<file path="src/mtx_pkg.sv">
package mtx_pkg;

   // pin width code as driven on iowidth
   typedef enum logic [1:0] {
      MTX_W8  = 2'd0,   // 8 pins
      MTX_W16 = 2'd1,   // 16 pins
      MTX_W32 = 2'd2,   // 32 pins
      MTX_W64 = 2'd3    // 64 pins
   } mtx_width_e;

   localparam int MTX_PKT_BYTES = 8;                  // bytes per packet word
   localparam int MTX_PKT_BITS  = MTX_PKT_BYTES * 8;  // packet word width

   // bytes on the pins in one clock phase
   function automatic int mtx_pin_bytes(input mtx_width_e w);
      return 1 << w;
   endfunction

   // bytes moved per clock, doubled in ddr
   function automatic int mtx_chunk_bytes(input mtx_width_e w, input logic ddr);
      int bytes;
      bytes = mtx_pin_bytes(w);
      if (ddr) begin
         bytes = bytes * 2;
      end
      // ddr at 64 pins would overflow the packet word
      if (bytes > MTX_PKT_BYTES) begin
         bytes = MTX_PKT_BYTES;
      end
      return bytes;
   endfunction

endpackage

</file>
<file path="src/mtx_sync.sv">
`timescale 1ns/1ps

module mtx_sync (
   input  logic io_clk,
   input  logic nreset,      // raw async reset, active low
   input  logic tx_wait,     // far-side wait, async to io_clk
   output logic io_nreset,   // reset synced to io_clk
   output logic wait_sync    // wait synced to io_clk
);

   logic [1:0] rst_pipe;   // reset sync flops
   logic [1:0] wait_pipe;  // data sync flops

   // ####################
   // reset synchronizer
   // ####################

   // asserts at once, releases two edges after nreset rises
   always_ff @(posedge io_clk or negedge nreset) begin
      if (!nreset) begin
         rst_pipe <= 2'b00;
      end else begin
         rst_pipe <= {rst_pipe[0], 1'b1};   // shift in ones
      end
   end

   assign io_nreset = rst_pipe[1];

   // ####################
   // wait synchronizer
   // ####################

   // plain two-flop sync, cleared by the synced reset
   always_ff @(posedge io_clk or negedge io_nreset) begin
      if (!io_nreset) begin
         wait_pipe <= 2'b00;
      end else begin
         wait_pipe <= {wait_pipe[0], tx_wait};
      end
   end

   assign wait_sync = wait_pipe[1];   // two clocks behind tx_wait

endmodule

</file>
<file path="src/mtx_credit_fifo.sv">
`timescale 1ns/1ps

module mtx_credit_fifo import mtx_pkg::*; #(
   parameter int FIFO_DEPTH = 4   // entries, also the initial core credits
) (
   input  logic                     io_clk,
   input  logic                     io_nreset,
   // core side
   input  logic                     core_valid,   // one packet per cycle high
   input  logic [MTX_PKT_BITS-1:0]  core_data,
   input  logic [MTX_PKT_BYTES-1:0] core_be,      // contiguous from bit 0
   output logic                     core_credit,  // one pulse per packet popped
   // serializer side
   output logic [MTX_PKT_BYTES-1:0] pkt_valid,    // head byte enables, zero if empty
   output logic [MTX_PKT_BITS-1:0]  pkt_data,     // head packet word
   input  logic                     pkt_wait      // serializer not taking
);

   // pointer width, at least one bit
   localparam int AW = (FIFO_DEPTH > 1) ? $clog2(FIFO_DEPTH) : 1;

   // ####################
   // storage
   // ####################

   logic [MTX_PKT_BITS-1:0]  data_mem [FIFO_DEPTH];   // packet words
   logic [MTX_PKT_BYTES-1:0] be_mem   [FIFO_DEPTH];   // byte enables

   logic [AW-1:0] wr_ptr;
   logic [AW-1:0] rd_ptr;
   logic [AW:0]   count;      // entries held, 0..FIFO_DEPTH
   logic          empty;
   logic          push;
   logic          pop;

   // circular increment
   function automatic logic [AW-1:0] ptr_inc(input logic [AW-1:0] ptr);
      if (ptr == AW'(FIFO_DEPTH - 1)) begin
         return '0;
      end
      return ptr + 1'b1;
   endfunction

   assign empty = (count == '0);
   assign push  = core_valid;               // credits keep this from overflowing
   assign pop   = ~pkt_wait & (|pkt_valid); // serializer took the head

   // write side, no reset on payload
   always_ff @(posedge io_clk) begin
      if (push) begin
         data_mem[wr_ptr] <= core_data;
         be_mem[wr_ptr]   <= core_be;
      end
   end

   // ####################
   // pointers and count
   // ####################

   always_ff @(posedge io_clk or negedge io_nreset) begin
      if (!io_nreset) begin
         wr_ptr <= '0;
      end else if (push) begin
         wr_ptr <= ptr_inc(wr_ptr);
      end
   end

   always_ff @(posedge io_clk or negedge io_nreset) begin
      if (!io_nreset) begin
         rd_ptr <= '0;
      end else if (pop) begin
         rd_ptr <= ptr_inc(rd_ptr);
      end
   end

   always_ff @(posedge io_clk or negedge io_nreset) begin
      if (!io_nreset) begin
         count <= '0;
      end else begin
         case ({push, pop})
            2'b10:   count <= count + 1'b1;   // write only
            2'b01:   count <= count - 1'b1;   // read only
            default: count <= count;          // both or neither
         endcase
      end
   end

   // ####################
   // head and credits
   // ####################

   // head entry shown directly, masked off when empty
   assign pkt_valid = empty ? '0 : be_mem[rd_ptr];
   assign pkt_data  = data_mem[rd_ptr];

   // credit goes back the cycle after the pop
   always_ff @(posedge io_clk or negedge io_nreset) begin
      if (!io_nreset) begin
         core_credit <= 1'b0;
      end else begin
         core_credit <= pop;
      end
   end

endmodule

</file>
<file path="src/mtx_oddr.sv">
`timescale 1ns/1ps

module mtx_oddr #(
   parameter int DW = 32   // data width per phase
) (
   input  logic          clk,
   input  logic [DW-1:0] din1,   // even half, high phase
   input  logic [DW-1:0] din2,   // odd half, low phase
   output logic [DW-1:0] out
);

   logic [DW-1:0] q1;       // even, rising edge
   logic [DW-1:0] q2;       // odd, rising edge
   logic [DW-1:0] q2_neg;   // odd, held over the low phase

   // both halves captured together
   always_ff @(posedge clk) begin
      q1 <= din1;
      q2 <= din2;
   end

   // retime odd half so it is stable through the low phase
   always_ff @(negedge clk) begin
      q2_neg <= q2;
   end

   // phase mux
   assign out = clk ? q1 : q2_neg;

endmodule

</file>
<file path="src/mtx_io.sv">
`timescale 1ns/1ps

module mtx_io import mtx_pkg::*; #(
   parameter int IOW = 64   // pin bus width
) (
   input  logic                     io_clk,
   input  logic                     io_nreset,
   input  logic                     ddr_mode,    // two chunks per clock
   input  mtx_width_e               iowidth,     // active pin width
   input  logic                     wait_sync,   // far-side wait, synced
   // packet buffer side
   input  logic [MTX_PKT_BYTES-1:0] pkt_valid,   // byte enables of head packet
   input  logic [MTX_PKT_BITS-1:0]  pkt_data,
   output logic                     pkt_wait,    // no load this cycle
   // pins
   output logic [IOW-1:0]           tx_packet,
   output logic                     tx_access    // frames pin data
);

   localparam int HW = IOW / 2;   // ddr half width

   logic [3:0]               chunk_bytes;   // bytes per clock
   logic [6:0]               chunk_bits;
   logic [6:0]               pin_bits;      // bits per phase
   logic [MTX_PKT_BYTES-1:0] valid_reg;
   logic [MTX_PKT_BYTES-1:0] valid_next;
   logic                     transfer_active;
   logic                     reload;
   logic                     load;
   logic [MTX_PKT_BITS-1:0]  shiftreg;
   logic [MTX_PKT_BITS-1:0]  chunk_hi;      // shiftreg with even half dropped
   logic [IOW-1:0]           tx_packet_sdr;
   logic [HW-1:0]            pin_mask;
   logic [HW-1:0]            ddr_even;
   logic [HW-1:0]            ddr_odd;
   logic [HW-1:0]            tx_packet_ddr;

   assign chunk_bytes = 4'(mtx_chunk_bytes(iowidth, ddr_mode));
   assign chunk_bits  = {chunk_bytes, 3'b000};
   assign pin_bits    = 7'(mtx_pin_bytes(iowidth) * 8);

   // ####################
   // state machine
   // ####################

   // valid bytes left after this clock's chunk
   assign valid_next = valid_reg >> chunk_bytes;

   assign transfer_active = |valid_reg;
   assign reload = ~transfer_active | (valid_next == '0);   // empty now or after this chunk
   assign load   = reload & ~wait_sync;                     // hold off new packets on wait
   assign pkt_wait = ~load;

   always_ff @(posedge io_clk or negedge io_nreset) begin
      if (!io_nreset) begin
         valid_reg <= '0;
      end else if (load) begin
         valid_reg <= pkt_valid;   // zero if buffer empty
      end else begin
         valid_reg <= valid_next;  // drains to zero under wait
      end
   end

   // access follows valid by one stage, same as the data
   always_ff @(posedge io_clk or negedge io_nreset) begin
      if (!io_nreset) begin
         tx_access <= 1'b0;
      end else begin
         tx_access <= transfer_active;
      end
   end

   // ####################
   // shift register
   // ####################

   // low chunk always in the bottom bits
   always_ff @(posedge io_clk) begin
      if (load) begin
         shiftreg <= pkt_data;
      end else begin
         shiftreg <= shiftreg >> chunk_bits;
      end
   end

   // ####################
   // output stage
   // ####################

   // sdr pipeline stage
   always_ff @(posedge io_clk) begin
      tx_packet_sdr <= shiftreg[IOW-1:0];
   end

   // only the active pins carry data in ddr
   assign pin_mask = ~({HW{1'b1}} << pin_bits);

   assign chunk_hi = shiftreg >> pin_bits;        // upper half of this chunk
   assign ddr_even = shiftreg[HW-1:0] & pin_mask; // first on the pins
   assign ddr_odd  = chunk_hi[HW-1:0] & pin_mask;

   mtx_oddr #(
      .DW (HW)
   ) u_oddr (
      .clk  (io_clk),
      .din1 (ddr_even),
      .din2 (ddr_odd),
      .out  (tx_packet_ddr)
   );

   // ddr drives the lower half of the bus only
   assign tx_packet = ddr_mode ? {{(IOW - HW){1'b0}}, tx_packet_ddr} : tx_packet_sdr;

endmodule

</file>
<file path="src/mtx_top.sv">
`timescale 1ns/1ps

module mtx_top import mtx_pkg::*; #(
   parameter int IOW        = 64,   // pin bus width
   parameter int FIFO_DEPTH = 4     // buffer depth and core credits
) (
   input  logic                     io_clk,
   input  logic                     nreset,       // async, active low
   input  logic                     ddr_mode,
   input  mtx_width_e               iowidth,
   // core interface
   input  logic                     core_valid,
   input  logic [MTX_PKT_BITS-1:0]  core_data,
   input  logic [MTX_PKT_BYTES-1:0] core_be,
   output logic                     core_credit,
   // pins
   output logic [IOW-1:0]           tx_packet,
   output logic                     tx_access,
   input  logic                     tx_wait       // from far side, async
);

   logic                     io_nreset;   // synced reset
   logic                     wait_sync;   // synced far-side wait
   logic [MTX_PKT_BYTES-1:0] pkt_valid;
   logic [MTX_PKT_BITS-1:0]  pkt_data;
   logic                     pkt_wait;

   // reset and wait into io_clk
   mtx_sync u_sync (
      .io_clk    (io_clk),
      .nreset    (nreset),
      .tx_wait   (tx_wait),
      .io_nreset (io_nreset),
      .wait_sync (wait_sync)
   );

   // ####################
   // core side buffer
   // ####################

   mtx_credit_fifo #(
      .FIFO_DEPTH (FIFO_DEPTH)
   ) u_fifo (
      .io_clk      (io_clk),
      .io_nreset   (io_nreset),
      .core_valid  (core_valid),
      .core_data   (core_data),
      .core_be     (core_be),
      .core_credit (core_credit),
      .pkt_valid   (pkt_valid),
      .pkt_data    (pkt_data),
      .pkt_wait    (pkt_wait)
   );

   // ####################
   // serializer
   // ####################

   mtx_io #(
      .IOW (IOW)
   ) u_io (
      .io_clk    (io_clk),
      .io_nreset (io_nreset),
      .ddr_mode  (ddr_mode),
      .iowidth   (iowidth),
      .wait_sync (wait_sync),
      .pkt_valid (pkt_valid),
      .pkt_data  (pkt_data),
      .pkt_wait  (pkt_wait),
      .tx_packet (tx_packet),
      .tx_access (tx_access)
   );

endmodule

</file>
<file path="config.mk">
export PLATFORM = sky130hd
export DESIGN_NAME = mtx_top
export DESIGN_NICKNAME = d
export VERILOG_FILES = /design/src/mtx_pkg.sv /design/src/mtx_sync.sv /design/src/mtx_credit_fifo.sv /design/src/mtx_oddr.sv /design/src/mtx_io.sv /design/src/mtx_top.sv
export SDC_FILE = /design/constraint.sdc
export NUM_CORES = 1
export LEC_CHECK = 0
export BUFFER_PORTS_ARGS = -buffer_cell sky130_fd_sc_hd__buf_4
export CAP_MARGIN = 10
export CELL_PAD_IN_SITES_DETAIL_PLACEMENT = 2
export CELL_PAD_IN_SITES_GLOBAL_PLACEMENT = 2
export CORE_MARGIN = 10
export CORE_UTILIZATION = 24
export CTS_CLUSTER_SIZE = 20
export DETAILED_ROUTE_END_ITERATION = 10
export GPL_ROUTABILITY_DRIVEN = 0
export GPL_TIMING_DRIVEN = 0
export HOLD_SLACK_MARGIN = 0.05
export PLACE_DENSITY = 0.48
export SLEW_MARGIN = 20
export SYNTH_ARGS = -nofsm -noshare
export SYNTH_HDL_FRONTEND = slang
export SYNTH_SLANG_ARGS = --single-unit
export TNS_END_PERCENT = 10
</file>
<file path="constraint.sdc">
create_clock -name io_clk -period 3.2 [get_ports io_clk]
set_clock_uncertainty 0.2 [all_clocks]
set_input_delay 0.16 -clock io_clk [delete_from_list [all_inputs] [get_ports io_clk]]
set_output_delay 0.16 -clock io_clk [all_outputs]
set_load 0.01 [all_outputs]
</file>
==> impl_metrics.yaml <==
sta:
  holdWs_ps: 26.0
  setup_viol: 74
  fin_ws_ps: -743
  tightest_slew_ps: 927
  report.final.hold_viol_count: 0
  slew_headroom_pct: 38.2
  slew_viol_final: 0
  grt_setup_unrepaired: "yes"
hold_path:
  hold_path.class: "in2reg"
  worstHoldPathCells: 7
routing:
  vias: 13200
  top_layer_used: "met4"
  drcViolationCount: 0
  routed_wl_um: 70700
  drt_iter0_drc: 668
  route.met3.wl_um: 3490
  first_pass_iters: 5
  wl_met1_um: 30000
  ant_nets: 0
  wire_per_inst_um: 23.9
  viasPerCell: 4.46
  wl_met2_um: 34500
die:
  chipWidth_um: 307
  design.core.area_mm2: 0.0820
  dieArea_mm2: 0.0946
  die_h_um: 307
  start_util_pct: 24.2
  io_pins: 145
  rows: 105
synth:
  seq_area_frac_synth_pct: 69.7
  syn_avg_cell_area_um2: 15.6
  yosys_warnings: 0
  ys.flop_type: "edfxtp_1"
  syn_area_mm2: 0.0198
  synth_edf_count: 304
  synth.ff_latch_count: 533
  syn-instance-count: 1271
  synthArstFlopShare_pct: 3.94
  synth_cell_types: 49
cells_and_area:
  final_nets: 1913
  synthToLayoutAreaGrowth_pct: 42.8
  multiInputGateArea_mm2: 0.00579
  final_area_mm2: 0.0283
  seq_area_mm2: 0.0138
  fillCellCount: 8335
  drive_gt1_share_pct: 26.2
  reg_top3: "u_fifo.data_mem (256), u_io.shiftreg (64), u_io.tx_packet_sdr (64)"
  registers.top_by_ff_count: "u_fifo.data_mem"
  num_antenna_cells: 0
  fin_util_pct: 34.6
  largest_reg_flops: 256
place:
  placed_area_mm2: 0.0225
  io_buffers: 144
  hpwl_um: 47000
global_routing:
  grt_pass1_vias: 15700
  grt_overflow_total: 0
  antenna_found_initial: 4
  grt_pass1_wl_um: 103000
  grt_max_degree: 41
  grt_usage_pct: 15.2
critical_path:
  startpoint_type: "register"
  critical_path_class: "reg2out"
  crit_fanout: 1
  arrival_ps: 3580
  critPathCaptureType: "output pin"
  critical_path_buf_inv_count: 1
  worst-path-stages: 3
  critical-path-slowest-cell: "dfxtp_2"
  critPathTopFamily: "flip-flops"
  slowest_delay_ps: 330
  critPathRequiredTime_ps: 2840
  rr_worst_depth: 12
  crit_path_cell_trace: "mux2i_2 > a21oi_2 > buf_4"
power_and_ir_drop:
  p_per_area_mw_per_mm2: 954
  p_total_uw: 27000
  vdd_drop_max_mv: 0.379
  leakagePower_uw: 0.0108
flow_run:
  drv_cap: 0
run_status:
  failed_checks: "negative setup slack"
  status: "complete, but fails checks"
cts:
  path_clk_slew_ps: 50
  insertion_delay_ps: 1530
  cts_tree: "built"
[per-layer routing]
metal	up-vias	track usage [%]
met5	-	0
met4	0	8.83
met3	194	4.34
met2	366	24.5
met1	6729	17.8
li1	5888	-
[metrics by stage]
| stage | TNS, ps | setup WS, ps | cells |
|---|---|---|---|
| floorplan | 0 | 240 | 1287 |
| global placement | -505720 | -1710 | 2501 |
| detailed placement | -42400 | -855 | 2507 |
| CTS | -32760 | -773 | 2938 |
| global route | -38870 | -822 | 2952 |
| finish | -23890 | -743 | 2952 |
[worst reg2reg max path, cell delays in order (launching register included)]
cell and delay (ps):
dfrtp_1 450, a222oi_1 340, o2bb2ai_1 130, dlygate4sd3_1 650
nor4_4 310, nand4_1 230, inv_2 130, ha_1 180
inv_1 70, fa_1 420, xor2_1 150, nor2_1 140
xor2_1 170
[final timing paths]
check / from / end / slack, ps
min in group asynchronous: u_sync.rst_pipe[1] / u_fifo.count[2] / 150
max: u_io.u_oddr.q2_neg[9] / tx_packet[9] / -740
max reg2reg: u_io.valid_reg[7] / u_fifo.count[2] / -430
min: ddr_mode / u_io.shiftreg[5] / 30
min reg2reg: u_sync.rst_pipe[1] / u_fifo.count[2] / 150
max in group asynchronous: u_sync.rst_pipe[1] / u_io.valid_reg[5] / 2050
[final cells by class]
| cell class | count | share of cell area (%) |
|---|---|---|
| Multi-Input combinational cell | 657 | 20.4 |
| Buffer | 87 | 1.50 |
| Timing Repair Buffer | 377 | 12.6 |
| Sequential cell | 533 | 48.8 |
| Inverter | 8 | 0.106 |
| Tap cell | 1070 | 4.73 |
| Clock buffer | 160 | 10.6 |
| Clock inverter | 60 | 1.21 |
[cells by family (layout without fill, tap and decap cells)]
group / after synthesis / count (layout) / synth area share, %
compound gates: 187 / 187 / 6.09
xor+xnor: 4 / 4 / 0.177
fa+ha+maj: 7 / 7 / 0.479
buf+inv: 97 / 692 / 2.06
flops: 533 / 533 / 69.7
mux: 183 / 183 / 14.9
other cells: 1 / 17 / 0.0189
simple gates: 259 / 259 / 6.65
[cell usage after synthesis (all sizes together) (9+ instances only)]
master  number  area (um^2)
a21o        16          120
dfrtp       21          526
nor2b       51          319
nor2        57          214
inv          9         33.8
nand4       15         93.8
mux4        72         1620
clkbuf      57          215
mux2i       57          571
o21ai       34          170
and2        45          284
buf         31          159
edfxtp     304         9130
nand2       71          267
o22ai       14         87.6
a22o        18          158
dfxtp      208         4160
a21oi       58          290
mux2        54          758
[placed cells by master, fill, tap and decap left out, types with 13 or more instances in the layout]
cell	synthesis	final
dfxtp_1	208	197
a21o_1	16	16
a22o_1	18	18
clkbuf_1	56	63
mux2i_1	57	51
nor2_1	57	56
dfrtp_1	21	19
and2_1	44	40
nand2_1	71	71
mux2_2	14	14
a21oi_2	0	17
mux2_4	40	40
nand4_1	15	15
o22ai_1	14	14
edfxtp_1	304	304
nor2b_1	51	51
o21ai_0	34	34
buf_4	1	148
a21oi_1	58	41
inv_1	9	40
clkbuf_16	0	101
dlygate4sd3_1	0	256
clkbuf_8	0	13
mux4_2	72	72
conb_1	1	17
[report_power, final]
part           total, uW  leakage, uW  internal [uW]  switching (uW)
logic               5760      0.00400           2830            2920
clock network      10800      0.00203           6700            4080
registers          10500      0.00479           9020            1470
[timing repair]
item                                    in CTS  in global routing
gates resized for setup                     38                 26
pin swaps                                   24                 15
buffers inserted                             1                  3
endpoints found under the setup margin     101                115
endpoints found under the hold margin      691                 72
hold buffers                               245                 12
(Power assumes the default switching activity.)
